**config.mk**
```make
export PLATFORM = sky130hd
export DESIGN_NAME = icache_replace
export DESIGN_NICKNAME = d
export VERILOG_FILES = /design/src/icache_pkg.sv /design/src/icache_replace.sv
export VERILOG_INCLUDE_DIRS = /design/src
export SDC_FILE = /design/constraint.sdc
export NUM_CORES = 1
export LEC_CHECK = 0
export ABC_CLOCK_PERIOD_IN_PS = 1050
export BUFFER_PORTS_ARGS = -buffer_cell sky130_fd_sc_hd__buf_2
export CORE_AREA = 3 3 40 42
export DETAILED_ROUTE_END_ITERATION = 12
export DIE_AREA = 0 0 43 45
export GPL_ROUTABILITY_DRIVEN = 0
export PLACE_DENSITY = 0.57
export RECOVER_POWER = 50
export SLEW_MARGIN = 20
export SYNTH_ARGS = -nofsm -noshare
export SYNTH_HDL_FRONTEND = slang
export SYNTH_SLANG_ARGS = --single-unit
```
**constraint.sdc**
```tcl
create_clock -name clk_i -period 1.05 [get_ports clk_i]
set_input_delay 0.21 -clock clk_i [delete_from_list [all_inputs] [get_ports clk_i]]
set_output_delay 0.21 -clock clk_i [all_outputs]
set_load 0.01 [all_outputs]
```
**src/icache_params.svh**
```systemverilog
// instruction cache geometry and bus width macros
`ifndef ICACHE_PARAMS_SVH
`define ICACHE_PARAMS_SVH

////////////////////
// cache geometry
////////////////////

// number of ways per set
`define ICACHE_WAYS 4
// number of sets, one line per way in each
`define ICACHE_SETS 16
// line size in bytes
`define ICACHE_LINE_BYTES 16

////////////////////
// bus widths
////////////////////

// physical fetch address
`define ICACHE_ADDR_WIDTH 32
// one instruction word
`define ICACHE_FETCH_WIDTH 32

`endif
```
**src/icache_pkg.sv**
```systemverilog
// instruction cache types and derived address field widths
package icache_pkg;

  `include "icache_params.svh"

  // geometry taken over from the macros
  localparam int unsigned NUM_WAYS   = `ICACHE_WAYS;
  localparam int unsigned NUM_SETS   = `ICACHE_SETS;
  localparam int unsigned LINE_BYTES = `ICACHE_LINE_BYTES;
  localparam int unsigned ADDR_W     = `ICACHE_ADDR_WIDTH;
  localparam int unsigned FETCH_W    = `ICACHE_FETCH_WIDTH;

  // address split is tag | index | offset
  localparam int unsigned INDEX_W    = $clog2(NUM_SETS);
  localparam int unsigned OFFSET_W   = $clog2(LINE_BYTES);
  localparam int unsigned TAG_W      = ADDR_W - INDEX_W - OFFSET_W;
  localparam int unsigned LINE_W     = LINE_BYTES * 8;
  localparam int unsigned WAY_IDX_W  = $clog2(NUM_WAYS);

  typedef logic [INDEX_W-1:0]   index_t;
  typedef logic [OFFSET_W-1:0]  offset_t;
  typedef logic [TAG_W-1:0]     tag_t;
  typedef logic [ADDR_W-1:0]    addr_t;
  typedef logic [FETCH_W-1:0]   word_t;
  typedef logic [LINE_W-1:0]    line_t;
  typedef logic [NUM_WAYS-1:0]  way_oh_t;
  typedef logic [WAY_IDX_W-1:0] way_idx_t;

  // tag ram payload, valid bit on top
  typedef struct packed {
    logic valid;
    tag_t tag;
  } tag_entry_t;

  typedef enum logic [1:0] {FLUSH, IDLE, READ, MISS} state_e;

endpackage

```
**src/icache_replace.sv**
```systemverilog
// refill way choice, first free way or a pseudo random way from an 8-bit lfsr
module icache_replace import icache_pkg::*; (
  input  logic     clk_i,
  input  logic     rst_ni,
  input  logic     refill_done_i,
  input  logic     all_valid_i,
  input  way_idx_t inv_way_i,
  output way_oh_t  repl_way_oh_o
);

  logic [7:0] lfsr_q;
  logic       lfsr_fb;
  way_idx_t   repl_way;

  // x^8 + x^6 + x^5 + x^4 + 1
  assign lfsr_fb = lfsr_q[7] ^ lfsr_q[5] ^ lfsr_q[4] ^ lfsr_q[3];

  // only step when a valid line was actually evicted
  always_ff @(posedge clk_i or negedge rst_ni) begin
    if (!rst_ni) begin
      lfsr_q <= 8'hff;
    end else if (refill_done_i && all_valid_i) begin
      lfsr_q <= {lfsr_q[6:0], lfsr_fb};
    end
  end

  assign repl_way = all_valid_i ? lfsr_q[WAY_IDX_W-1:0] : inv_way_i;

  // ways hold their read data between lookups
  // so this tracks the result of the last lookup until the refill
  always_ff @(posedge clk_i or negedge rst_ni) begin
    if (!rst_ni) begin
      repl_way_oh_o <= '0;
    end else begin
      repl_way_oh_o <= way_oh_t'(1) << repl_way;
    end
  end

endmodule

```
==> results.toml <==
[outcome]
status = "finished, final reports clean"

[timing]
final.min_clock_period_ps = 987
worst_slew_pin_slew_ps = 586
rsz0062_at_grt = "no"
finalSetupTns_ps = 0
max_slew_margin_pct = 61.0
hold_violations = 0
slew_violations = 0
clock.fmax_ghz = 1.01
period_share_pct = 94.0
setup_viol = 0
finalClockSkew_ps = 1.81

[route]
wirelength_um = 863
firstDrtPassIters = 4
vias_per_cell = 4.72
vias = 316
wl_per_cell_um = 12.9
drtIter0Drc = 5
route.detailed.drc = 0
postRouteAntennaNets = 0

[clocking]
clkTransAtPathRegs_ps = 70
cts_buffers = 3
cts_resized = 0
clk_path_buf_depth = 2
insertion_delay_ps = 270
clock_sinks = 12
cts_tree = "yes"
h-tree-depth = 1
root_buffer = "clkbuf_4"

[global_route]
met3_usage_pct = 4.78
antenna_found_initial = 0
grt_pass1_wl_um = 1460
grt_busiest_layer = "met2"
grt_use_total_pct = 11.0
grt_max_degree = 13
gr-usage-met2_pct = 17.4
grt_pass1_vias = 344
met1_usage_pct = 12.2
gr-total-overflow = 0

[worst_hold_path]
hold_path.class = "in -> reg"
hold_path_depth = 2

[setup_path]
startpoint_type = "register"
worstSetupPathType = "reg -> out"
cp_cell_sequence = "buf_2"
crit_path_end_kind = "primary output"
rr_worst_depth = 3
crit_slowest_cell = "dfrtp_1"
crit_path_max_fanout = 1
arrival_ps = 780
critPathMaxStageDelay_ps = 370
cp_num_buf_inv = 1
cp.required_ps = 840
critical_path.top_delay_family = "flip-flops"
crit_cells = 1

[die]
io_pins = 10
core_um2 = 1280
die_w_um = 43
num_rows = 13
die-area_um2 = 1940
initial_core_util_pct = 41.7
die_h_um = 45

[cells_and_area]
diodes = 0
drive_above_1_share_pct = 53.8
fin_cells = 67
area_delta_synth_final_pct = 19.6
nets = 59

[synth]
ys_warn_count = 0
syn_inst = 38
synth_area_per_cell_um2 = 14.1
syn_nets = 44
syn_area_um2 = 536
synth_cell_types = 16
ys_seq_elements = 12
yosysSeqAreaShare_pct = 57.9

[placement]
io_buffer_count = 9
placed_cells = 61

[power]
p_leak_nw = 0.297
peakVddDrop_mv = 1.11
power_density_nw_per_um2 = 2580

[run]
maxCapViolCount = 0
[path summary, 6_finish.rpt]
path / from / endpoint / slack [ps]
setup / recovery: repl_way_oh_o[1] / repl_way_oh_o[1] / 60
hold / removal: inv_way_i[1] / repl_way_oh_o[1] / 150
setup reg to reg: lfsr_q[5] / lfsr_q[0] / 80
hold reg to reg: lfsr_q[0] / lfsr_q[0] / 500
max in group asynchronous: rst_ni / repl_way_oh_o[2] / 230
min in group asynchronous: rst_ni / repl_way_oh_o[1] / 440
[cells in the final DEF (no fill, tap or decap), types with 2 or more instances in the layout]
cell type	count
buf_2	8
dfstp_2	8
mux2_4	6
dfrtp_1	4
nand2_1	3
xnor2_1	3
clkbuf_4	3
inv_1	2
nor2_1	2
o21ai_0	2
[state kept, by name (all words and copies together), names as in the netlist]
name	flops
repl_way_oh_o	4
lfsr_q	8
[worst reg2reg max path: cells and delay by family (launching register included)]
kind | cells | cell delay (ps)
flops | 1 | 560
xor+xnor | 2 | 280
compound gates | 1 | 70
[cell families after synthesis]
logic type	synth area share (%)
flops	57.9
simple gates	9.35
compound gates	7.48
mux	16.8
xor+xnor	4.91
buf+inv	3.51
[per-layer routing]
metal / share of wire (%) / vias up
met5: 0 / -
li1: - / 155
met1: 43 / 152
met3: 6.8 / 0
met2: 50 / 9
met4: 0 / 0
[report_power, final]
part | internal [mW] | total, mW | switching [mW] | leakage, nW
sequential | 0.710 | 0.840 | 0.130 | 0.135
combinational | 0.287 | 0.454 | 0.168 | 0.140
clock | 0.211 | 0.361 | 0.151 | 0.0210
total | 1.21 | 1.66 | 0.448 | 0.297
[Yosys cell counts (all sizes together)]
cell type | number | share of area [%]
nand2b | 1 | 1.2
mux2 | 6 | 17
a22o | 1 | 1.6
dfstp | 8 | 39
nand2 | 4 | 5.8
a32o | 1 | 1.9
buf | 1 | 2.1
nor2 | 2 | 1.4
nand3 | 1 | 0.93
dfrtp | 4 | 19
o21ai | 3 | 2.8
inv | 2 | 1.4
xnor2 | 3 | 4.9
o22ai | 1 | 1.2
[cell type report]
cell class	instances	area, um2
Inverter	2	7.51
Tap cell	15	18.8
Fill cell	115	644
Sequential cell	12	310
Timing Repair Buffer	11	61.3
Clock buffer	4	36.3
Multi-Input combinational cell	23	206
[metrics by stage]
step           power, mW  setup WS [ps]  hold WS (ps)  utilization (%)  cell area, um2
2_1_floorplan       1.16            129         -85.6                -             536
3_3_place_gp        1.25           97.1          86.4             45.8             588
3_5_place_dp        1.29           76.8          96.3             45.8             588
4_1_cts             1.66           42.6           140             49.4             634
5_1_grt             1.76           9.73           138             49.9             641
6_report            1.66           62.9           153             49.9             641
[repair_timing]
action / in CTS / in global routing
endpoints found under the hold margin: 4 / 0
setup endpoints to repair: 0 / 1
hold buffers: 1 / 0
buffers inserted: 0 / 1
No activity file was read; power rests on OpenSTA's default activity.
