$ cat src/icache_params.svh
// instruction cache geometry and bus width macros
`ifndef ICACHE_PARAMS_SVH
`define ICACHE_PARAMS_SVH

////////////////////
// cache geometry
////////////////////

// number of ways per set
`define ICACHE_WAYS 4
// number of sets, one line per way in each
`define ICACHE_SETS 16
// line size in bytes
`define ICACHE_LINE_BYTES 16

////////////////////
// bus widths
////////////////////

// physical fetch address
`define ICACHE_ADDR_WIDTH 32
// one instruction word
`define ICACHE_FETCH_WIDTH 32

`endif
$ cat src/icache_pkg.sv
// instruction cache types and derived address field widths
package icache_pkg;

  `include "icache_params.svh"

  // geometry taken over from the macros
  localparam int unsigned NUM_WAYS   = `ICACHE_WAYS;
  localparam int unsigned NUM_SETS   = `ICACHE_SETS;
  localparam int unsigned LINE_BYTES = `ICACHE_LINE_BYTES;
  localparam int unsigned ADDR_W     = `ICACHE_ADDR_WIDTH;
  localparam int unsigned FETCH_W    = `ICACHE_FETCH_WIDTH;

  // address split is tag | index | offset
  localparam int unsigned INDEX_W    = $clog2(NUM_SETS);
  localparam int unsigned OFFSET_W   = $clog2(LINE_BYTES);
  localparam int unsigned TAG_W      = ADDR_W - INDEX_W - OFFSET_W;
  localparam int unsigned LINE_W     = LINE_BYTES * 8;
  localparam int unsigned WAY_IDX_W  = $clog2(NUM_WAYS);

  typedef logic [INDEX_W-1:0]   index_t;
  typedef logic [OFFSET_W-1:0]  offset_t;
  typedef logic [TAG_W-1:0]     tag_t;
  typedef logic [ADDR_W-1:0]    addr_t;
  typedef logic [FETCH_W-1:0]   word_t;
  typedef logic [LINE_W-1:0]    line_t;
  typedef logic [NUM_WAYS-1:0]  way_oh_t;
  typedef logic [WAY_IDX_W-1:0] way_idx_t;

  // tag ram payload, valid bit on top
  typedef struct packed {
    logic valid;
    tag_t tag;
  } tag_entry_t;

  typedef enum logic [1:0] {FLUSH, IDLE, READ, MISS} state_e;

endpackage

$ cat src/icache_array_if.sv
// array request and lookup result bundle between cache controller and ways
interface icache_array_if import icache_pkg::*; ();

  // requests from the controller
  logic     rd_en;
  logic     wr_en;
  logic     vld_clr;
  index_t   index;
  way_oh_t  wr_way_oh;
  // tag of the lookup, and of the line being written on refill
  tag_t     wr_tag;
  line_t    wr_line;
  // word aligned byte offset of the lookup
  offset_t  offset;

  // lookup results, one cycle after rd_en
  way_oh_t  hit;
  word_t    hit_data;
  logic     all_valid;
  way_idx_t inv_way;

  modport ctrl (
    output rd_en, wr_en, vld_clr, index, wr_way_oh, wr_tag, wr_line, offset,
    input  hit, hit_data, all_valid, inv_way
  );

  modport arr (
    input  rd_en, wr_en, vld_clr, index, wr_way_oh, wr_tag, wr_line, offset,
    output hit, hit_data, all_valid, inv_way
  );

endinterface

$ cat src/icache_ctrl.sv
// instruction cache controller with fetch fsm, flush walker and refill requests
module icache_ctrl import icache_pkg::*; (
  input  logic    clk_i,
  input  logic    rst_ni,
  input  logic    flush_i,
  input  logic    en_i,
  input  logic    fetch_req_i,
  input  addr_t   fetch_addr_i,
  output logic    fetch_ready_o,
  output logic    fetch_valid_o,
  output word_t   fetch_data_o,
  output addr_t   fetch_addr_o,
  output logic    busy_o,
  output logic    miss_o,
  output logic    mem_req_o,
  input  logic    mem_ack_i,
  output addr_t   mem_addr_o,
  output logic    mem_nc_o,
  input  logic    mem_rtrn_vld_i,
  input  line_t   mem_rtrn_data_i,
  input  way_oh_t repl_way_oh_i,
  output logic    refill_done_o,
  icache_array_if.ctrl ctl_if
);

  state_e  state_d, state_q;
  logic    cache_en_d, cache_en_q;
  // lookup issued with the cache enabled, also marks the fetch cacheable
  logic    cmp_en_d, cmp_en_q;
  logic    flush_d, flush_q;
  index_t  flush_cnt_d, flush_cnt_q;
  logic    flush_done;
  addr_t   addr_q;
  offset_t offset_q;
  logic    accept;
  logic    lookup_hit;
  logic    line_write;
  logic    enable_flush;
  logic    ready_ok;
  word_t   refill_word;

  ////////////////////
  // address handling
  ////////////////////

  assign accept       = fetch_req_i & fetch_ready_o;
  assign offset_q     = addr_q[OFFSET_W-1:0];
  assign fetch_addr_o = addr_q;
  // refills are always whole lines
  assign mem_addr_o   = {addr_q[ADDR_W-1:OFFSET_W], {OFFSET_W{1'b0}}};
  assign mem_nc_o     = ~cmp_en_q;
  assign refill_word  = mem_rtrn_data_i[{offset_q, 3'b000} +: FETCH_W];
  assign fetch_data_o = (state_q == READ) ? ctl_if.hit_data : refill_word;

  // fetches are word aligned
  always_ff @(posedge clk_i) begin
    if (accept) begin
      addr_q <= {fetch_addr_i[ADDR_W-1:2], 2'b00};
    end
  end

  ////////////////////
  // fetch fsm
  ////////////////////

  assign busy_o       = (state_q != IDLE);
  assign lookup_hit   = cmp_en_q & (|ctl_if.hit);
  // switching on from disabled clears the arrays first
  assign enable_flush = en_i & ~cache_en_q;
  // returns share no cycle with a new lookup
  assign ready_ok     = ~flush_d & ~enable_flush & ~mem_rtrn_vld_i;
  assign cmp_en_d     = accept ? cache_en_q : cmp_en_q;

  always_comb begin
    state_d       = state_q;
    // disabling takes effect at once
    cache_en_d    = cache_en_q & en_i;
    flush_d       = flush_q | flush_i;
    fetch_ready_o = 1'b0;
    fetch_valid_o = 1'b0;
    mem_req_o     = 1'b0;
    miss_o        = 1'b0;
    line_write    = 1'b0;
    unique case (state_q)
      FLUSH: begin
        if (flush_done) begin
          state_d    = IDLE;
          flush_d    = flush_i;
          cache_en_d = en_i;
        end
      end
      IDLE: begin
        if (flush_d || enable_flush) begin
          state_d = FLUSH;
        end else begin
          fetch_ready_o = ready_ok;
          if (fetch_req_i && ready_ok) begin
            state_d = READ;
          end
        end
      end
      READ: begin
        if (lookup_hit) begin
          fetch_valid_o = 1'b1;
          fetch_ready_o = ready_ok;
          // back to back lookups while hits continue
          if (flush_d) begin
            state_d = FLUSH;
          end else if (fetch_req_i && ready_ok) begin
            state_d = READ;
          end else begin
            state_d = IDLE;
          end
        end else begin
          // miss or disabled cache, hold the request until acked
          mem_req_o = 1'b1;
          if (mem_ack_i) begin
            miss_o  = cmp_en_q;
            state_d = MISS;
          end
        end
      end
      MISS: begin
        if (mem_rtrn_vld_i) begin
          if (flush_d) begin
            // line is dropped, the flush clears everything anyway
            state_d = FLUSH;
          end else begin
            fetch_valid_o = 1'b1;
            line_write    = cmp_en_q;
            state_d       = IDLE;
          end
        end
      end
      default: begin
        state_d = IDLE;
      end
    endcase
  end

  ////////////////////
  // flush walker
  ////////////////////

  assign flush_done  = (flush_cnt_q == index_t'(NUM_SETS - 1));
  assign flush_cnt_d = (state_q != FLUSH) ? flush_cnt_q :
                       flush_done         ? '0          :
                                            flush_cnt_q + 1'b1;

  ////////////////////
  // array requests
  ////////////////////

  assign ctl_if.rd_en     = accept & cache_en_q;
  assign ctl_if.wr_en     = line_write;
  assign ctl_if.vld_clr   = (state_q == FLUSH);
  assign ctl_if.wr_way_oh = repl_way_oh_i;
  assign ctl_if.wr_line   = mem_rtrn_data_i;
  assign ctl_if.offset    = {fetch_addr_i[OFFSET_W-1:2], 2'b00};
  // lookups use the incoming address, refills the latched one
  assign ctl_if.wr_tag    = accept ? fetch_addr_i[ADDR_W-1 -: TAG_W]
                                   : addr_q[ADDR_W-1 -: TAG_W];
  assign ctl_if.index     = (state_q == FLUSH) ? flush_cnt_q                    :
                            accept             ? fetch_addr_i[OFFSET_W +: INDEX_W] :
                                                 addr_q[OFFSET_W +: INDEX_W];
  assign refill_done_o    = line_write;

  always_ff @(posedge clk_i or negedge rst_ni) begin
    if (!rst_ni) begin
      state_q     <= IDLE;
      cache_en_q  <= 1'b0;
      cmp_en_q    <= 1'b0;
      flush_q     <= 1'b0;
      flush_cnt_q <= '0;
    end else begin
      state_q     <= state_d;
      cache_en_q  <= cache_en_d;
      cmp_en_q    <= cmp_en_d;
      flush_q     <= flush_d;
      flush_cnt_q <= flush_cnt_d;
    end
  end

endmodule

$ cat src/flat_wrapper.sv
// flat-port wrapper written by rule: the top's interface ports become plain ports
module icache_ctrl_flat import icache_pkg::*;
  (clk_i, rst_ni, flush_i, en_i, fetch_req_i, fetch_addr_i, fetch_ready_o, fetch_valid_o, fetch_data_o, fetch_addr_o, busy_o, miss_o, mem_req_o, mem_ack_i, mem_addr_o, mem_nc_o, mem_rtrn_vld_i, mem_rtrn_data_i, repl_way_oh_i, refill_done_o, ctl_if_rd_en, ctl_if_wr_en, ctl_if_vld_clr, ctl_if_index, ctl_if_wr_way_oh, ctl_if_wr_tag, ctl_if_wr_line, ctl_if_offset, ctl_if_hit, ctl_if_hit_data, ctl_if_all_valid, ctl_if_inv_way);
  icache_array_if ctl_if_i ();
  input  logic clk_i;
  input  logic rst_ni;
  input  logic flush_i;
  input  logic en_i;
  input  logic fetch_req_i;
  input  addr_t fetch_addr_i;
  output logic fetch_ready_o;
  output logic fetch_valid_o;
  output word_t fetch_data_o;
  output addr_t fetch_addr_o;
  output logic busy_o;
  output logic miss_o;
  output logic mem_req_o;
  input  logic mem_ack_i;
  output addr_t mem_addr_o;
  output logic mem_nc_o;
  input  logic mem_rtrn_vld_i;
  input  line_t mem_rtrn_data_i;
  input  way_oh_t repl_way_oh_i;
  output logic refill_done_o;
  output wire logic [$bits(ctl_if_i.rd_en)-1:0] ctl_if_rd_en;
  output wire logic [$bits(ctl_if_i.wr_en)-1:0] ctl_if_wr_en;
  output wire logic [$bits(ctl_if_i.vld_clr)-1:0] ctl_if_vld_clr;
  output wire logic [$bits(ctl_if_i.index)-1:0] ctl_if_index;
  output wire logic [$bits(ctl_if_i.wr_way_oh)-1:0] ctl_if_wr_way_oh;
  output wire logic [$bits(ctl_if_i.wr_tag)-1:0] ctl_if_wr_tag;
  output wire logic [$bits(ctl_if_i.wr_line)-1:0] ctl_if_wr_line;
  output wire logic [$bits(ctl_if_i.offset)-1:0] ctl_if_offset;
  input wire logic [$bits(ctl_if_i.hit)-1:0] ctl_if_hit;
  input wire logic [$bits(ctl_if_i.hit_data)-1:0] ctl_if_hit_data;
  input wire logic [$bits(ctl_if_i.all_valid)-1:0] ctl_if_all_valid;
  input wire logic [$bits(ctl_if_i.inv_way)-1:0] ctl_if_inv_way;
  assign ctl_if_rd_en = ctl_if_i.rd_en;
  assign ctl_if_wr_en = ctl_if_i.wr_en;
  assign ctl_if_vld_clr = ctl_if_i.vld_clr;
  assign ctl_if_index = ctl_if_i.index;
  assign ctl_if_wr_way_oh = ctl_if_i.wr_way_oh;
  assign ctl_if_wr_tag = ctl_if_i.wr_tag;
  assign ctl_if_wr_line = ctl_if_i.wr_line;
  assign ctl_if_offset = ctl_if_i.offset;
  assign ctl_if_i.hit = ctl_if_hit;
  assign ctl_if_i.hit_data = ctl_if_hit_data;
  assign ctl_if_i.all_valid = ctl_if_all_valid;
  assign ctl_if_i.inv_way = ctl_if_inv_way;
  icache_ctrl u_core (.clk_i(clk_i), .rst_ni(rst_ni), .flush_i(flush_i), .en_i(en_i), .fetch_req_i(fetch_req_i), .fetch_addr_i(fetch_addr_i), .fetch_ready_o(fetch_ready_o), .fetch_valid_o(fetch_valid_o), .fetch_data_o(fetch_data_o), .fetch_addr_o(fetch_addr_o), .busy_o(busy_o), .miss_o(miss_o), .mem_req_o(mem_req_o), .mem_ack_i(mem_ack_i), .mem_addr_o(mem_addr_o), .mem_nc_o(mem_nc_o), .mem_rtrn_vld_i(mem_rtrn_vld_i), .mem_rtrn_data_i(mem_rtrn_data_i), .repl_way_oh_i(repl_way_oh_i), .refill_done_o(refill_done_o), .ctl_if(ctl_if_i));
endmodule
$ cat config.mk
export PLATFORM = sky130hd
export DESIGN_NAME = icache_ctrl_flat
export DESIGN_NICKNAME = d
export VERILOG_FILES = /design/src/icache_pkg.sv /design/src/icache_array_if.sv /design/src/icache_ctrl.sv /design/src/flat_wrapper.sv
export VERILOG_INCLUDE_DIRS = /design/src
export SDC_FILE = /design/constraint.sdc
export NUM_CORES = 1
export LEC_CHECK = 0
export BUFFER_PORTS_ARGS = -buffer_cell sky130_fd_sc_hd__buf_2
export CAP_MARGIN = 20
export CORE_AREA = 2 2 188 190
export DETAILED_ROUTE_END_ITERATION = 16
export DIE_AREA = 0 0 190 192
export GPL_TIMING_DRIVEN = 0
export SLEW_MARGIN = 0
export SYNTH_ARGS = -nofsm -noshare
export SYNTH_HDL_FRONTEND = slang
export SYNTH_SLANG_ARGS = --single-unit
$ cat constraint.sdc
create_clock -name clk_i -period 2.7 [get_ports clk_i]
set_input_delay 0.54 -clock clk_i [delete_from_list [all_inputs] [get_ports clk_i]]
set_output_delay 0.54 -clock clk_i [all_outputs]
set_load 0.1 [all_outputs]
==> flow_summary.html, run 1 <==
<table>
<tr><th>Metric</th><th>Value</th></tr>
<tr><th colspan="2">Place</th></tr>
<tr><td>Post-DP HPWL</td><td>18,970 µm</td></tr>
<tr><td>Buffers added on ports</td><td>462</td></tr>
<tr><td>Setup slack at placement</td><td>-0.9304 ns</td></tr>
<tr><td>Number of instances in the placed design</td><td>1,384</td></tr>
<tr><td>Placer congestion estimate</td><td>0.7724</td></tr>
<tr><th colspan="2">Die</th></tr>
<tr><td>Die area</td><td>36,480 µm²</td></tr>
<tr><td>Effective utilization at floorplan</td><td>0.1310</td></tr>
<tr><td>Number of top-level pins</td><td>480</td></tr>
<tr><td>Standard-cell row count</td><td>68</td></tr>
<tr><td>Vertical extent of the die</td><td>192 µm</td></tr>
<tr><td>Core Box Area</td><td>34,290 µm²</td></tr>
<tr><td>Die extent in x</td><td>190 µm</td></tr>
<tr><th colspan="2">Logic synthesis</th></tr>
<tr><td>Adder and majority gate portion of the synthesized area</td><td>0.01672</td></tr>
<tr><td>Flops &amp; latches, synth</td><td>39</td></tr>
<tr><td>Most used flip-flop cell after synthesis</td><td>sky130_fd_sc_hd__edfxtp_1</td></tr>
<tr><td>Synth async-reset ratio</td><td>0.2308</td></tr>
<tr><td>Xor/xnor cell area share of the yosys netlist</td><td>0.001950</td></tr>
<tr><td>Simple-Gate Fraction of Synth Area</td><td>0.1167</td></tr>
<tr><td>Post-Synthesis Mean Instance Area</td><td>9.762 µm²</td></tr>
<tr><td>Sequential area share after synthesis</td><td>0.2510</td></tr>
<tr><td>Cells after Synth</td><td>460</td></tr>
<tr><td>Main combinational cell family by area after synthesis</td><td>buffers and inverters</td></tr>
<tr><td>Synth Area in Compound Gates</td><td>0.04458</td></tr>
<tr><td>Total standard cell area after synthesis</td><td>4491 µm²</td></tr>
<tr><td>Number of flops mapped to enable cells by yosys</td><td>30</td></tr>
<tr><td>Yosys top cell by area</td><td>sky130_fd_sc_hd__buf_4</td></tr>
<tr><td>Dominant cells by area after synthesis</td><td>sky130_fd_sc_hd__buf_4 29%, sky130_fd_sc_hd__edfxtp_1 20%, sky130_fd_sc_hd__mux4_2 16%</td></tr>
<tr><td>Multiplexer share of the synthesized area</td><td>0.2505</td></tr>
<tr><td>Warnings, synthesis</td><td>0</td></tr>
<tr><td>Proportion of netlist area held by the largest area contributor</td><td>0.2875</td></tr>
<tr><td>Count of unique library cells instantiated by Yosys</td><td>47</td></tr>
<tr><th colspan="2">Worst setup path</th></tr>
<tr><td>Data required, critical path</td><td>2.16 ns</td></tr>
<tr><td>Endpoint of the most critical setup path</td><td>ctl_if_index[1]</td></tr>
<tr><td>Register-to-register setup slack</td><td>0.17 ns</td></tr>
<tr><td>Kind of capture point of the worst setup path</td><td>primary output</td></tr>
<tr><td>Signal arrival time at the worst endpoint</td><td>2.50 ns</td></tr>
<tr><td>Critical path launch point type</td><td>flip-flop</td></tr>
<tr><td>CP max-delay cell</td><td>sky130_fd_sc_hd__or3_4</td></tr>
<tr><td>Worst Setup SP</td><td>u_core.state_q[0]</td></tr>
<tr><td>List of cells traversed by the critical path</td><td>inv_2 -&gt; ha_2 -&gt; buf_8 -&gt; clkinvlp_4 -&gt; or3_4 -&gt; o21a_4 -&gt; buf_12 -&gt; o211ai_1 -&gt; buf_6</td></tr>
<tr><td>Reg-to-Reg Start</td><td>u_core.state_q[0]</td></tr>
<tr><td>Worst R2R End</td><td>u_core.fetch_addr_o[2]</td></tr>
<tr><td>Class of the most critical setup path</td><td>reg -&gt; out</td></tr>
<tr><td>Stages on worst setup path</td><td>9</td></tr>
<tr><td>Critical-path maximum fanout</td><td>9</td></tr>
<tr><td>Number of buffers and inverters on the critical path</td><td>5</td></tr>
<tr><td>FF-to-FF path depth</td><td>9</td></tr>
<tr><td>Max stage delay on crit path</td><td>0.43 ns</td></tr>
<tr><td>Largest delay contributor family on the critical path</td><td>buffers and inverters</td></tr>
<tr><th colspan="2">Pwr</th></tr>
<tr><td>Fraction of power consumed by the clock network</td><td>0.151</td></tr>
<tr><td>Sw Ratio</td><td>0.5617</td></tr>
<tr><td>Combinational share of power</td><td>0.660</td></tr>
<tr><td>P_leak</td><td>4.561 nW</td></tr>
<tr><td>Fraction of power consumed by sequential logic</td><td>0.189</td></tr>
<tr><td>Cell internal pwr</td><td>1.738 mW</td></tr>
<tr><td>Switching power</td><td>2.227 mW</td></tr>
<tr><td>Worst vdd rail ir drop</td><td>0.3523 mV</td></tr>
<tr><td>Total power per unit cell area</td><td>430.7 nW/µm²</td></tr>
<tr><td>Total power of the final layout</td><td>3.965 mW</td></tr>
<tr><th colspan="2">Clock tree</th></tr>
<tr><td>Count of clock tree sinks</td><td>39</td></tr>
<tr><td>Worst-path clk slew</td><td>0.06 ns</td></tr>
<tr><td>Later-pin clock latency in the skew report</td><td>0.29 ns</td></tr>
<tr><td>Largest buffer count on any clock path</td><td>2</td></tr>
<tr><td>Clock root buffer</td><td>sky130_fd_sc_hd__clkbuf_16</td></tr>
<tr><td>Cts bufs inserted</td><td>5</td></tr>
<tr><td>CTS H-tree depth</td><td>2</td></tr>
<tr><td>Post-CTS Hold Buffers</td><td>0</td></tr>
<tr><td>TritonCTS clock tree</td><td>done</td></tr>
<tr><th colspan="2">STA</th></tr>
<tr><td>Time the worst path needs with I/O delays and setup</td><td>3.042 ns</td></tr>
<tr><td>Sum Neg Setup Slack</td><td>-8.695 ns</td></tr>
<tr><td>Max-slew violation count</td><td>0</td></tr>
<tr><td>Slew margin rel.</td><td>0.5849</td></tr>
<tr><td>Max frequency</td><td>0.3287 GHz</td></tr>
<tr><td>Worst path setup slack after routing</td><td>-0.3421 ns</td></tr>
<tr><td>Final cycle utilization of the critical path</td><td>1.127</td></tr>
<tr><td>Transition at the pin with the smallest max-transition slack</td><td>0.6159 ns</td></tr>
<tr><td>Final Skew</td><td>0.006885 ns</td></tr>
<tr><td>Unrepaired setup endpoints after global routing</td><td>yes</td></tr>
<tr><td>Final hold vios</td><td>0</td></tr>
<tr><td>Final-report setup violation count</td><td>30</td></tr>
<tr><th colspan="2">Layout</th></tr>
<tr><td>Share of final-layout standard cells stronger than drive strength 1</td><td>0.8608</td></tr>
<tr><td>Count of non-filler cells in the finished layout</td><td>1,404</td></tr>
<tr><td>Utilization after layout</td><td>0.2685</td></tr>
<tr><td>Area growth from synthesis to layout</td><td>105.0%</td></tr>
<tr><td>Final net count</td><td>1,163</td></tr>
<tr><th colspan="2">Run status</th></tr>
<tr><td>Run status</td><td>complete, but fails checks</td></tr>
<tr><td>Violations in the final reports</td><td>negative setup slack</td></tr>
<tr><th colspan="2">Detailed routing</th></tr>
<tr><td>Total wire length after detailed routing</td><td>22,070 µm</td></tr>
<tr><td>Vias</td><td>5,123</td></tr>
<tr><td>Remaining antenna violation count after routing</td><td>0</td></tr>
<tr><td>Number of DRC violations after detailed-routing iteration 0</td><td>172</td></tr>
<tr><td>Pre-Repair DR Iteration Count</td><td>4</td></tr>
<tr><td>DRC violations left</td><td>0</td></tr>
<tr><td>DR WL/cell</td><td>15.72 µm</td></tr>
<tr><td>Per-cell via count in the routed design</td><td>3.649</td></tr>
<tr><th colspan="2">GRT</th></tr>
<tr><td>Number of antenna violations at the first check in global routing</td><td>2</td></tr>
<tr><td>First-pass GRT wire length</td><td>29,760 µm</td></tr>
<tr><td>Overflow left after global routing</td><td>0</td></tr>
<tr><td>Global router's overall resource usage</td><td>0.1104</td></tr>
<tr><td>Via count of the first global-routing pass</td><td>4,820</td></tr>
<tr><td>Maximum number of pins on one net before global-route repair</td><td>32</td></tr>
<tr><th colspan="2">Min path</th></tr>
<tr><td>Hold Crit Class</td><td>in -&gt; async</td></tr>
<tr><th colspan="2">Job</th></tr>
<tr><td>Maximum capacitance violations</td><td>0</td></tr>
</table>
power by group through the flow:
stage	combinational, mW	sequential (mW)	clock [mW]
floorplan	2.02	0.755	0
global placement	2.46	0.762	0
detailed placement	2.47	0.766	0
CTS	2.59	0.751	0.623
global route	2.72	0.758	0.642
finish	2.62	0.751	0.599
state kept, by name, summed over array words and instances, names as in the netlist:
register and flops:
u_core.cache_en_q 1, u_core.state_q 2, u_core.flush_q 1, u_core.fetch_addr_o 30
u_core.flush_cnt_q 4, u_core.cmp_en_q 1
worst reg2reg max path: cells and delay by family (launching register included):
family                     cells  cell delay, ns
buffers and inverters          6            0.92
and+or+nand+nor                1            0.43
DFF                            1            0.37
AOI/OAI and AO/OA              1            0.24
adders and majority gates      1            0.19
worst min path at each step:
| stage | startpoint | to | slack (ns) |
|---|---|---|---|
| floorplan | rst_ni | u_core.cache_en_q | 0.24 |
| global placement | rst_ni | u_core.cmp_en_q | 0.40 |
| detailed placement | rst_ni | u_core.flush_cnt_q[0] | 0.40 |
| CTS | rst_ni | u_core.flush_cnt_q[0] | 0.08 |
| global route | rst_ni | u_core.flush_cnt_q[0] | 0.1 |
| finish | rst_ni | u_core.flush_cnt_q[0] | 0.09 |
cells in the mapped netlist (all sizes together), types with 2 or more instances:
cell type / number
o21ai: 3
nor2b: 2
mux4: 32
buf: 183
nand2: 107
clkbuf: 6
mux2: 27
ha: 6
or2: 2
nor2: 3
dfrtp: 8
o211ai: 3
edfxtp: 30
nand3: 4
a21oi: 3
inv: 12
o221ai: 2
nand4: 3
o2111ai: 4
metal layers:
layer	wire, µm	vias to the layer above	track usage	share of wire
met5	12	-	0	0.00054
met4	369	2	0.03459	0.017
met3	1980	16	0.01937	0.090
met2	11020	310	0.1927	0.50
met1	8687	2414	0.1377	0.39
li1	-	2381	-	-
cell usage in the layout (no fill, tap or decap), drive strengths merged, types with 2 or more instances in the layout:
master    netlist  layout
a21oi           3       3
buf           183     655
clkbuf          6      13
clkinvlp        0       3
conb            1       8
dfrtp           8       8
edfxtp         30      30
ha              6       6
inv            12      10
mux2           27      27
mux4           32      32
nand2         107     107
nand3           4       4
nand4           3       3
nor2            3       3
nor2b           2       2
o2111ai         4       4
o211ai          3       3
o21ai           3       3
o221ai          2       2
or2             2       2
layout make-up:
| class | instances | area [µm²] |
|---|---|---|
| multi-input combinational | 227 | 2785 |
| fill | 3629 | 25080 |
| buffer | 189 | 1511 |
| tap | 455 | 569.3 |
| sequential | 39 | 1127 |
| timing repair buffer | 473 | 3014 |
| inverter | 12 | 55.05 |
| clock buffer | 6 | 128.9 |
| clock inverter | 2 | 12.51 |
| antenna | 1 | 2.502 |
metrics by stage:
step | hold slack (ns) | instance area (µm²)
2_1_floorplan | 0.2444 | 5343
3_3_place_gp | 0.4031 | 8224
3_5_place_dp | 0.4032 | 8224
4_1_cts | 0.08244 | 9136
5_1_grt | 0.09717 | 9206
6_report | 0.09118 | 9206
timing repair:
| item | CTS | global route |
|---|---|---|
| resized for setup | 212 | 11 |
| hold endpoints to repair | 0 | 0 |
| setup buffers | 6 | 6 |
| pin swaps | 3 | 3 |
| endpoints found under the setup margin | 95 | 86 |
| gates cloned | 0 | 0 |
cells by family (layout without fill, tap and decap cells):
kind of cell | count (synthesis) | count (layout)
AOI/OAI and AO/OA | 25 | 25
xor gates and xnor gates | 1 | 1
adders and majority gates | 6 | 6
buffers and inverters | 201 | 682
DFF | 39 | 39
muxes | 60 | 60
other | 1 | 9
and+or+nand+nor | 127 | 127
Note: power is estimated with default switching activity, not from simulation.
==> inputs of run 2 (changes only) <==
--- a/config.mk
+++ b/config.mk
@@ -6,11 +6,12 @@
 export SDC_FILE = /design/constraint.sdc
 export NUM_CORES = 1
 export LEC_CHECK = 0
+export ABC_AREA = 1
 export BUFFER_PORTS_ARGS = -buffer_cell sky130_fd_sc_hd__buf_2
 export CAP_MARGIN = 20
-export CORE_AREA = 2 2 188 190
+export CORE_AREA = 2 2 189 191
 export DETAILED_ROUTE_END_ITERATION = 16
-export DIE_AREA = 0 0 190 192
+export DIE_AREA = 0 0 191 193
 export GPL_TIMING_DRIVEN = 0
 export SLEW_MARGIN = 0
 export SYNTH_ARGS = -nofsm -noshare
==> flow_summary.html, run 2 <==
<table>
<tr><th>Metric</th><th>Value</th></tr>
<tr><th colspan="2">Run status</th></tr>
<tr><td>Run status</td><td>complete, but fails checks</td></tr>
<tr><td>Violations in the final reports</td><td>negative setup slack</td></tr>
<tr><th colspan="2">STA</th></tr>
<tr><td>Worst path setup slack after routing</td><td>-0.08105 ns</td></tr>
<tr><td>Final cycle utilization of the critical path</td><td>1.030</td></tr>
<tr><td>Unrepaired setup endpoints after global routing</td><td>yes</td></tr>
<tr><td>Max frequency</td><td>0.3596 GHz</td></tr>
<tr><td>Final-report setup violation count</td><td>27</td></tr>
<tr><td>Final hold vios</td><td>0</td></tr>
<tr><td>Final Skew</td><td>0.005761 ns</td></tr>
<tr><td>Tightest hold margin</td><td>0.09723 ns</td></tr>
<tr><td>Time the worst path needs with I/O delays and setup</td><td>2.781 ns</td></tr>
<tr><td>Max-slew violation count</td><td>0</td></tr>
<tr><td>Sum Neg Setup Slack</td><td>-1.223 ns</td></tr>
<tr><td>Slew margin rel.</td><td>0.6602</td></tr>
<tr><td>Transition at the pin with the smallest max-transition slack</td><td>0.5132 ns</td></tr>
<tr><th colspan="2">Place</th></tr>
<tr><td>Placer congestion estimate</td><td>0.7912</td></tr>
<tr><td>Dpl cell area</td><td>8284 µm²</td></tr>
<tr><td>Post-DP HPWL</td><td>21,970 µm</td></tr>
<tr><td>Number of instances in the placed design</td><td>1,614</td></tr>
<tr><td>Buffers added on ports</td><td>462</td></tr>
<tr><td>Setup slack at placement</td><td>-0.8556 ns</td></tr>
<tr><th colspan="2">Pwr</th></tr>
<tr><td>Total power per unit cell area</td><td>419.7 nW/µm²</td></tr>
<tr><td>Total power of the final layout</td><td>4.143 mW</td></tr>
<tr><td>P_leak</td><td>4.957 nW</td></tr>
<tr><td>Worst vdd rail ir drop</td><td>0.2431 mV</td></tr>
<tr><th colspan="2">Logic synthesis</th></tr>
<tr><td>Count of unique library cells instantiated by Yosys</td><td>31</td></tr>
<tr><td>Synth async-reset ratio</td><td>0.2308</td></tr>
<tr><td>Cells after Synth</td><td>684</td></tr>
<tr><td>Leading cell type by number of instances after synthesis</td><td>sky130_fd_sc_hd__nor2_1</td></tr>
<tr><td>Sequential area share after synthesis</td><td>0.2491</td></tr>
<tr><td>Dominant cells by area after synthesis</td><td>sky130_fd_sc_hd__buf_4 28%, sky130_fd_sc_hd__edfxtp_1 20%, sky130_fd_sc_hd__nor2_1 14%</td></tr>
<tr><td>Flops &amp; latches, synth</td><td>39</td></tr>
<tr><td>Number of flops mapped to enable cells by yosys</td><td>30</td></tr>
<tr><td>Proportion of netlist area held by the largest area contributor</td><td>0.2837</td></tr>
<tr><td>Warnings, synthesis</td><td>0</td></tr>
<tr><td>Total standard cell area after synthesis</td><td>4526 µm²</td></tr>
<tr><td>Post-Synthesis Mean Instance Area</td><td>6.616 µm²</td></tr>
<tr><td>Synth cell count leaders</td><td>173 x sky130_fd_sc_hd__nor2_1, 171 x sky130_fd_sc_hd__buf_4, 102 x sky130_fd_sc_hd__nand2_1</td></tr>
<tr><td>Most used flip-flop cell after synthesis</td><td>sky130_fd_sc_hd__edfxtp_1</td></tr>
<tr><td>Yosys top cell by area</td><td>sky130_fd_sc_hd__buf_4</td></tr>
<tr><th colspan="2">Die</th></tr>
<tr><td>Effective utilization at floorplan</td><td>0.1294</td></tr>
<tr><td>Vertical extent of the die</td><td>193 µm</td></tr>
<tr><td>Number of top-level pins</td><td>480</td></tr>
<tr><td>Die area</td><td>36,860 µm²</td></tr>
<tr><td>Core Box Area</td><td>34,960 µm²</td></tr>
<tr><td>Die extent in x</td><td>191 µm</td></tr>
<tr><td>Standard-cell row count</td><td>69</td></tr>
<tr><th colspan="2">Detailed routing</th></tr>
<tr><td>Remaining antenna violation count after routing</td><td>0</td></tr>
<tr><td>Pre-Repair DR Iteration Count</td><td>5</td></tr>
<tr><td>Per-cell via count in the routed design</td><td>3.761</td></tr>
<tr><td>Number of DRC violations after detailed-routing iteration 0</td><td>172</td></tr>
<tr><td>Total wire length after detailed routing</td><td>25,850 µm</td></tr>
<tr><td>DR WL/cell</td><td>15.68 µm</td></tr>
<tr><td>DRC violations left</td><td>0</td></tr>
<tr><td>Vias</td><td>6,202</td></tr>
<tr><th colspan="2">Layout</th></tr>
<tr><td>Top library cells by usage in the layout, fill and taps aside</td><td>401 x sky130_fd_sc_hd__buf_2, 201 x sky130_fd_sc_hd__buf_4, 169 x sky130_fd_sc_hd__nor2_1, 60 x sky130_fd_sc_hd__o21ai_1, 48 x sky130_fd_sc_hd__buf_12</td></tr>
<tr><td>Register Area</td><td>1127 µm²</td></tr>
<tr><td>Area taken by multi-input logic gates</td><td>2836 µm²</td></tr>
<tr><td>Share of final-layout standard cells stronger than drive strength 1</td><td>0.6897</td></tr>
<tr><td>Max reg flops</td><td>30</td></tr>
<tr><td>Fillers</td><td>3,763</td></tr>
<tr><td>Area growth from synthesis to layout</td><td>118.1%</td></tr>
<tr><td>Final net count</td><td>1,401</td></tr>
<tr><td>Final instance area</td><td>9871 µm²</td></tr>
<tr><td>Most common library cell in the layout ignoring fill and taps</td><td>sky130_fd_sc_hd__buf_2</td></tr>
<tr><td>Utilization after layout</td><td>0.2823</td></tr>
<tr><td>Count of non-filler cells in the finished layout</td><td>1,649</td></tr>
<tr><th colspan="2">Clock tree</th></tr>
<tr><td>Count of clock tree sinks</td><td>39</td></tr>
<tr><td>Worst-path clk slew</td><td>0.06 ns</td></tr>
<tr><td>Later-pin clock latency in the skew report</td><td>0.28 ns</td></tr>
<tr><td>Largest buffer count on any clock path</td><td>2</td></tr>
<tr><td>Cts bufs inserted</td><td>5</td></tr>
<tr><td>TritonCTS clock tree</td><td>done</td></tr>
<tr><td>Clock root buffer</td><td>sky130_fd_sc_hd__clkbuf_16</td></tr>
<tr><td>CTS H-tree depth</td><td>2</td></tr>
<tr><th colspan="2">Worst setup path</th></tr>
<tr><td>Signal arrival time at the worst endpoint</td><td>2.24 ns</td></tr>
<tr><td>Kind of capture point of the worst setup path</td><td>primary output</td></tr>
<tr><td>Worst R2R End</td><td>u_core.fetch_addr_o[7]</td></tr>
<tr><td>Register-to-register setup slack</td><td>0.45 ns</td></tr>
<tr><td>FF-to-FF path depth</td><td>13</td></tr>
<tr><td>Critical-path maximum fanout</td><td>10</td></tr>
<tr><td>Critical path launch point type</td><td>flip-flop</td></tr>
<tr><td>Class of the most critical setup path</td><td>reg -&gt; out</td></tr>
<tr><td>Data required, critical path</td><td>2.16 ns</td></tr>
<tr><td>Reg-to-Reg Start</td><td>u_core.state_q[0]</td></tr>
<tr><th colspan="2">GRT</th></tr>
<tr><td>Overflow left after global routing</td><td>0</td></tr>
<tr><td>Global router's overall resource usage</td><td>0.1280</td></tr>
<tr><td>Maximum number of pins on one net before global-route repair</td><td>20</td></tr>
<tr><td>First-pass GRT wire length</td><td>35,180 µm</td></tr>
<tr><td>Via count of the first global-routing pass</td><td>5,861</td></tr>
<tr><td>Number of antenna violations at the first check in global routing</td><td>3</td></tr>
<tr><th colspan="2">Min path</th></tr>
<tr><td>Hold Crit Class</td><td>in -&gt; async</td></tr>
<tr><th colspan="2">Job</th></tr>
<tr><td>Maximum capacitance violations</td><td>0</td></tr>
</table>
## run 2: cell count changes after synthesis, sizes merged, moves of 13 or more
cell,change
nor2,+171
mux4,-32
inv,+17
mux2,-27
a31oi,+33
o21ai,+67
clkbuf,+13
## run 2: power by group
part	leakage, nW	total, mW	switching [mW]	internal, mW
Clock	0.0900	0.779	0.250	0.530
Combinational	4.49	2.62	1.88	0.739
Sequential	0.378	0.743	0.0457	0.697
## run 2: layer usage
| metal | vias up | track usage | share of wire |
|---|---|---|---|
| met2 | 325 | 0.2451 | 0.53 |
| met4 | 0 | 0.04621 | 0.025 |
| li1 | 3027 | - | - |
| met5 | - | 0 | 0 |
| met1 | 2828 | 0.1438 | 0.38 |
| met3 | 22 | 0.01683 | 0.067 |
## run 2: repair_timing
item / 4_1_cts / 5_1_grt
hold buffers: 0 / 0
cloned: 3 / 0
gates resized for setup: 290 / 29
buffers inserted: 14 / 8
pin swaps: 7 / 4
endpoints found under the setup margin: 63 / 58
## run 2: worst max path at each step
stage | endpoint | startpoint | cells past startpoint | slack (ns)
2_1_floorplan | ctl_if_wr_tag[14] | u_core.state_q[0] | 10 | -0.29
3_3_place_gp | fetch_data_o[30] | u_core.state_q[0] | 8 | -0.83
3_5_place_dp | fetch_data_o[30] | u_core.state_q[0] | 8 | -0.86
4_1_cts | ctl_if_wr_tag[14] | u_core.state_q[0] | 14 | -0.12
5_1_grt | ctl_if_wr_tag[21] | u_core.state_q[0] | 14 | -0.20
6_report | ctl_if_wr_tag[21] | u_core.state_q[0] | 14 | -0.08
## run 2: worst max-delay path, cell delays in order (launching register included)
cell                       delay, ns
sky130_fd_sc_hd__dfstp_2        0.59
sky130_fd_sc_hd__inv_4          0.06
sky130_fd_sc_hd__ha_4           0.17
sky130_fd_sc_hd__nand2_4        0.07
sky130_fd_sc_hd__nor2_2         0.03
sky130_fd_sc_hd__nand2_1        0.07
sky130_fd_sc_hd__nand2_2        0.07
sky130_fd_sc_hd__nand3_2        0.09
sky130_fd_sc_hd__nand2_4        0.07
sky130_fd_sc_hd__nand3_4        0.14
sky130_fd_sc_hd__clkinv_8       0.11
sky130_fd_sc_hd__buf_16         0.17
sky130_fd_sc_hd__nand2_2        0.08
sky130_fd_sc_hd__nand2_4        0.06
sky130_fd_sc_hd__buf_12         0.16
## run 2: layout make-up
cell class | count | share of cell area
Multi-Input combinational cell | 418 | 0.2874
Buffer | 204 | 0.1668
Antenna cell | 2 | 0.0005070
Timing Repair Buffer | 487 | 0.3390
Sequential cell | 39 | 0.1142
Clock buffer | 5 | 0.01268
Tap cell | 461 | 0.05844
Inverter | 30 | 0.01420
Clock inverter | 3 | 0.006845
## run 2: logic make-up after synthesis
| group | count (synthesis) | synth area share |
|---|---|---|
| buffers and inverters | 234 | 0.3406 |
| AND/OR/NAND/NOR | 296 | 0.2621 |
| multiplexers | 1 | 0.002212 |
| adder cells (fa/ha/maj) | 6 | 0.01659 |
| flip-flops | 39 | 0.2491 |
| other | 1 | 0.0008286 |
| AO/OA/AOI/OAI | 107 | 0.1286 |
==> inputs of run 3 (changes only) <==
--- a/config.mk
+++ b/config.mk
@@ -9,10 +9,13 @@
 export ABC_AREA = 1
 export BUFFER_PORTS_ARGS = -buffer_cell sky130_fd_sc_hd__buf_2
 export CAP_MARGIN = 20
-export CORE_AREA = 2 2 189 191
+export CELL_PAD_IN_SITES_DETAIL_PLACEMENT = 0
+export CELL_PAD_IN_SITES_GLOBAL_PLACEMENT = 1
+export CORE_AREA = 3 3 186 188
 export DETAILED_ROUTE_END_ITERATION = 16
-export DIE_AREA = 0 0 191 193
+export DIE_AREA = 0 0 189 191
 export GPL_TIMING_DRIVEN = 0
+export PLACE_DENSITY_LB_ADDON = 0.1
 export SLEW_MARGIN = 0
 export SYNTH_ARGS = -nofsm -noshare
 export SYNTH_HDL_FRONTEND = slang
==> flow_summary.html, run 3 (synthesized netlist as in run 2, its figures left out) <==
<table>
<tr><th>Metric</th><th>Value</th></tr>
<tr><th colspan="2">Run status</th></tr>
<tr><td>Run status</td><td>complete, but fails checks</td></tr>
<tr><td>Violations in the final reports</td><td>negative setup slack</td></tr>
<tr><th colspan="2">Pwr</th></tr>
<tr><td>P_leak</td><td>5.104 nW</td></tr>
<tr><td>Total power per unit cell area</td><td>395.4 nW/µm²</td></tr>
<tr><td>Worst vdd rail ir drop</td><td>0.3137 mV</td></tr>
<tr><td>Fraction of power consumed by the clock network</td><td>0.147</td></tr>
<tr><td>Cell internal pwr</td><td>1.779 mW</td></tr>
<tr><td>Fraction of power consumed by sequential logic</td><td>0.188</td></tr>
<tr><td>Switching power</td><td>2.190 mW</td></tr>
<tr><td>Combinational share of power</td><td>0.665</td></tr>
<tr><td>Sw Ratio</td><td>0.5518</td></tr>
<tr><td>Total power of the final layout</td><td>3.969 mW</td></tr>
<tr><th colspan="2">STA</th></tr>
<tr><td>Worst path setup slack after routing</td><td>-0.07916 ns</td></tr>
<tr><td>Final hold vios</td><td>0</td></tr>
<tr><td>Transition at the pin with the smallest max-transition slack</td><td>0.5499 ns</td></tr>
<tr><td>Final cycle utilization of the critical path</td><td>1.029</td></tr>
<tr><td>Time the worst path needs with I/O delays and setup</td><td>2.779 ns</td></tr>
<tr><td>Sum Neg Setup Slack</td><td>-1.803 ns</td></tr>
<tr><td>Max frequency</td><td>0.3598 GHz</td></tr>
<tr><td>Final-report setup violation count</td><td>27</td></tr>
<tr><td>Max-slew violation count</td><td>0</td></tr>
<tr><td>Slew margin rel.</td><td>0.6359</td></tr>
<tr><td>Unrepaired setup endpoints after global routing</td><td>yes</td></tr>
<tr><td>Final Skew</td><td>0.007714 ns</td></tr>
<tr><th colspan="2">Worst setup path</th></tr>
<tr><td>Signal arrival time at the worst endpoint</td><td>2.24 ns</td></tr>
<tr><td>Endpoint of the most critical setup path</td><td>ctl_if_wr_tag[0]</td></tr>
<tr><td>Reg-to-Reg Start</td><td>u_core.state_q[0]</td></tr>
<tr><td>Critical-path maximum fanout</td><td>6</td></tr>
<tr><td>Class of the most critical setup path</td><td>reg -&gt; out</td></tr>
<tr><td>FF-to-FF path depth</td><td>21</td></tr>
<tr><td>Worst Setup SP</td><td>u_core.state_q[0]</td></tr>
<tr><td>Register-to-register setup slack</td><td>0.01 ns</td></tr>
<tr><td>Critical path launch point type</td><td>flip-flop</td></tr>
<tr><td>Kind of capture point of the worst setup path</td><td>primary output</td></tr>
<tr><td>Data required, critical path</td><td>2.16 ns</td></tr>
<tr><td>Worst R2R End</td><td>u_core.state_q[0]</td></tr>
<tr><th colspan="2">Clock tree</th></tr>
<tr><td>Cts bufs inserted</td><td>5</td></tr>
<tr><td>CTS H-tree depth</td><td>2</td></tr>
<tr><td>Later-pin clock latency in the skew report</td><td>0.29 ns</td></tr>
<tr><td>Worst-path clk slew</td><td>0.06 ns</td></tr>
<tr><td>Largest buffer count on any clock path</td><td>2</td></tr>
<tr><td>TritonCTS clock tree</td><td>done</td></tr>
<tr><td>Count of clock tree sinks</td><td>39</td></tr>
<tr><td>Clock root buffer</td><td>sky130_fd_sc_hd__clkbuf_16</td></tr>
<tr><th colspan="2">Place</th></tr>
<tr><td>Placer congestion estimate</td><td>0.7767</td></tr>
<tr><td>Buffers added on ports</td><td>462</td></tr>
<tr><td>Post-DP HPWL</td><td>23,350 µm</td></tr>
<tr><td>Setup slack at placement</td><td>-0.9736 ns</td></tr>
<tr><th colspan="2">Layout</th></tr>
<tr><td>Share of final-layout standard cells stronger than drive strength 1</td><td>0.6926</td></tr>
<tr><td>ANT cells</td><td>0</td></tr>
<tr><td>Utilization after layout</td><td>0.3017</td></tr>
<tr><td>Final net count</td><td>1,413</td></tr>
<tr><td>Top library cells by usage in the layout, fill and taps aside</td><td>400 x sky130_fd_sc_hd__buf_2, 204 x sky130_fd_sc_hd__buf_4, 170 x sky130_fd_sc_hd__nor2_1, 62 x sky130_fd_sc_hd__o21ai_1, 50 x sky130_fd_sc_hd__nand2_4</td></tr>
<tr><td>Area growth from synthesis to layout</td><td>121.8%</td></tr>
<tr><td>Fillers</td><td>3,643</td></tr>
<tr><td>Max reg flops</td><td>30</td></tr>
<tr><td>Register Area</td><td>1127 µm²</td></tr>
<tr><td>Area taken by multi-input logic gates</td><td>2927 µm²</td></tr>
<tr><td>Most common library cell in the layout ignoring fill and taps</td><td>sky130_fd_sc_hd__buf_2</td></tr>
<tr><th colspan="2">GRT</th></tr>
<tr><td>Number of antenna violations at the first check in global routing</td><td>5</td></tr>
<tr><td>Maximum number of pins on one net before global-route repair</td><td>20</td></tr>
<tr><td>First-pass GRT wire length</td><td>39,070 µm</td></tr>
<tr><td>Overflow left after global routing</td><td>0</td></tr>
<tr><td>Via count of the first global-routing pass</td><td>6,113</td></tr>
<tr><td>Global router's overall resource usage</td><td>0.1427</td></tr>
<tr><th colspan="2">Detailed routing</th></tr>
<tr><td>DRC violations left</td><td>0</td></tr>
<tr><td>Total wire length after detailed routing</td><td>27,780 µm</td></tr>
<tr><td>Number of DRC violations after detailed-routing iteration 0</td><td>137</td></tr>
<tr><td>Vias</td><td>6,046</td></tr>
<tr><td>DR WL/cell</td><td>16.89 µm</td></tr>
<tr><td>Pre-Repair DR Iteration Count</td><td>4</td></tr>
<tr><td>Remaining antenna violation count after routing</td><td>0</td></tr>
<tr><td>Per-cell via count in the routed design</td><td>3.675</td></tr>
<tr><th colspan="2">Die</th></tr>
<tr><td>Die area</td><td>36,100 µm²</td></tr>
<tr><td>Core Box Area</td><td>33,280 µm²</td></tr>
<tr><td>Number of top-level pins</td><td>480</td></tr>
<tr><td>Die extent in x</td><td>189 µm</td></tr>
<tr><td>Effective utilization at floorplan</td><td>0.1360</td></tr>
<tr><td>Standard-cell row count</td><td>67</td></tr>
<tr><td>Vertical extent of the die</td><td>191 µm</td></tr>
<tr><th colspan="2">Min path</th></tr>
<tr><td>Hold Crit Class</td><td>in -&gt; async</td></tr>
<tr><th colspan="2">Job</th></tr>
<tr><td>Maximum capacitance violations</td><td>0</td></tr>
</table>
==> run 3: cell count changes in the layout (fill, tap and decap cells not counted), sizes merged <==
cell,change
bufinv,-2
clkinvlp,-1
clkbuf,-1
clkinv,+3
diode,-2
buf,+12
==> run 3: how the worst min path moves through the flow <==
| stage | to | depth (start not counted) |
|---|---|---|
| after global placement | u_core.state_q[1] | 1 |
| after detailed placement | u_core.state_q[1] | 1 |
| after global routing | u_core.state_q[1] | 1 |
| after CTS | u_core.state_q[1] | 1 |
| final | u_core.state_q[1] | 1 |
| after floorplan | u_core.cache_en_q | 0 |
==> run 3: power by group through the flow <==
stage	combinational [mW]	sequential, mW	clock (mW)
floorplan	1.90	0.745	0
global placement	2.37	0.751	0
detailed placement	2.36	0.749	0
CTS	2.62	0.744	0.613
global route	2.77	0.752	0.625
finish	2.64	0.746	0.584
==> run 3: repair_timing <==
item / in CTS / in global routing
resized for setup: 297 / 49
endpoints found under the setup margin: 63 / 62
endpoints found under the hold margin: 0 / 0
hold buffers: 0 / 0
gates cloned: 7 / 0
pin swaps: 21 / 14
setup buffers: 29 / 2
==> run 3: critical path: stages, from the launching register on <==
cell and delay [ns]:
sky130_fd_sc_hd__dfstp_2 0.59, sky130_fd_sc_hd__inv_4 0.06, sky130_fd_sc_hd__ha_4 0.17, sky130_fd_sc_hd__nand2_4 0.05
sky130_fd_sc_hd__nor2_2 0.03, sky130_fd_sc_hd__nand2_1 0.07, sky130_fd_sc_hd__nand2_2 0.06, sky130_fd_sc_hd__nand3_2 0.09
sky130_fd_sc_hd__nand2_4 0.07, sky130_fd_sc_hd__nand3_4 0.10, sky130_fd_sc_hd__buf_6 0.13, sky130_fd_sc_hd__clkinv_8 0.09
sky130_fd_sc_hd__buf_8 0.15, sky130_fd_sc_hd__nand2_4 0.08, sky130_fd_sc_hd__nand2_8 0.05, sky130_fd_sc_hd__buf_12 0.16
==> run 3: per-stage QoR <==
| step | area [µm²] | std cells | hold slack [ns] |
|---|---|---|---|
| 4_1_cts | 9854 | 1644 | 0.1244 |
| 3_5_place_dp | 8268 | 1601 | 0.4348 |
| 2_1_floorplan | 5395 | 691 | 0.2444 |
| 6_report | 10040 | 1645 | 0.1197 |
| 3_3_place_gp | 8268 | 1601 | 0.4362 |
| 5_1_grt | 10040 | 1645 | 0.1258 |
==> run 3: final cells by class <==
cell class	count	area share
clock inverter	2	0.001371
sequential	39	0.1123
clock buffer	5	0.01246
inverter	30	0.01371
timing repair buffer	498	0.3490
multi-input combinational	418	0.2915
tap	448	0.05583
buffer	204	0.1630
timing repair inverter	1	0.0008724
==> run 3: metal layers <==
layer,routed length (µm),track usage,up-vias
met5,14,0,-
met4,274,0.01747,4
met3,2067,0.03301,22
met2,14990,0.2796,244
met1,10440,0.1600,2726
li1,-,-,3050
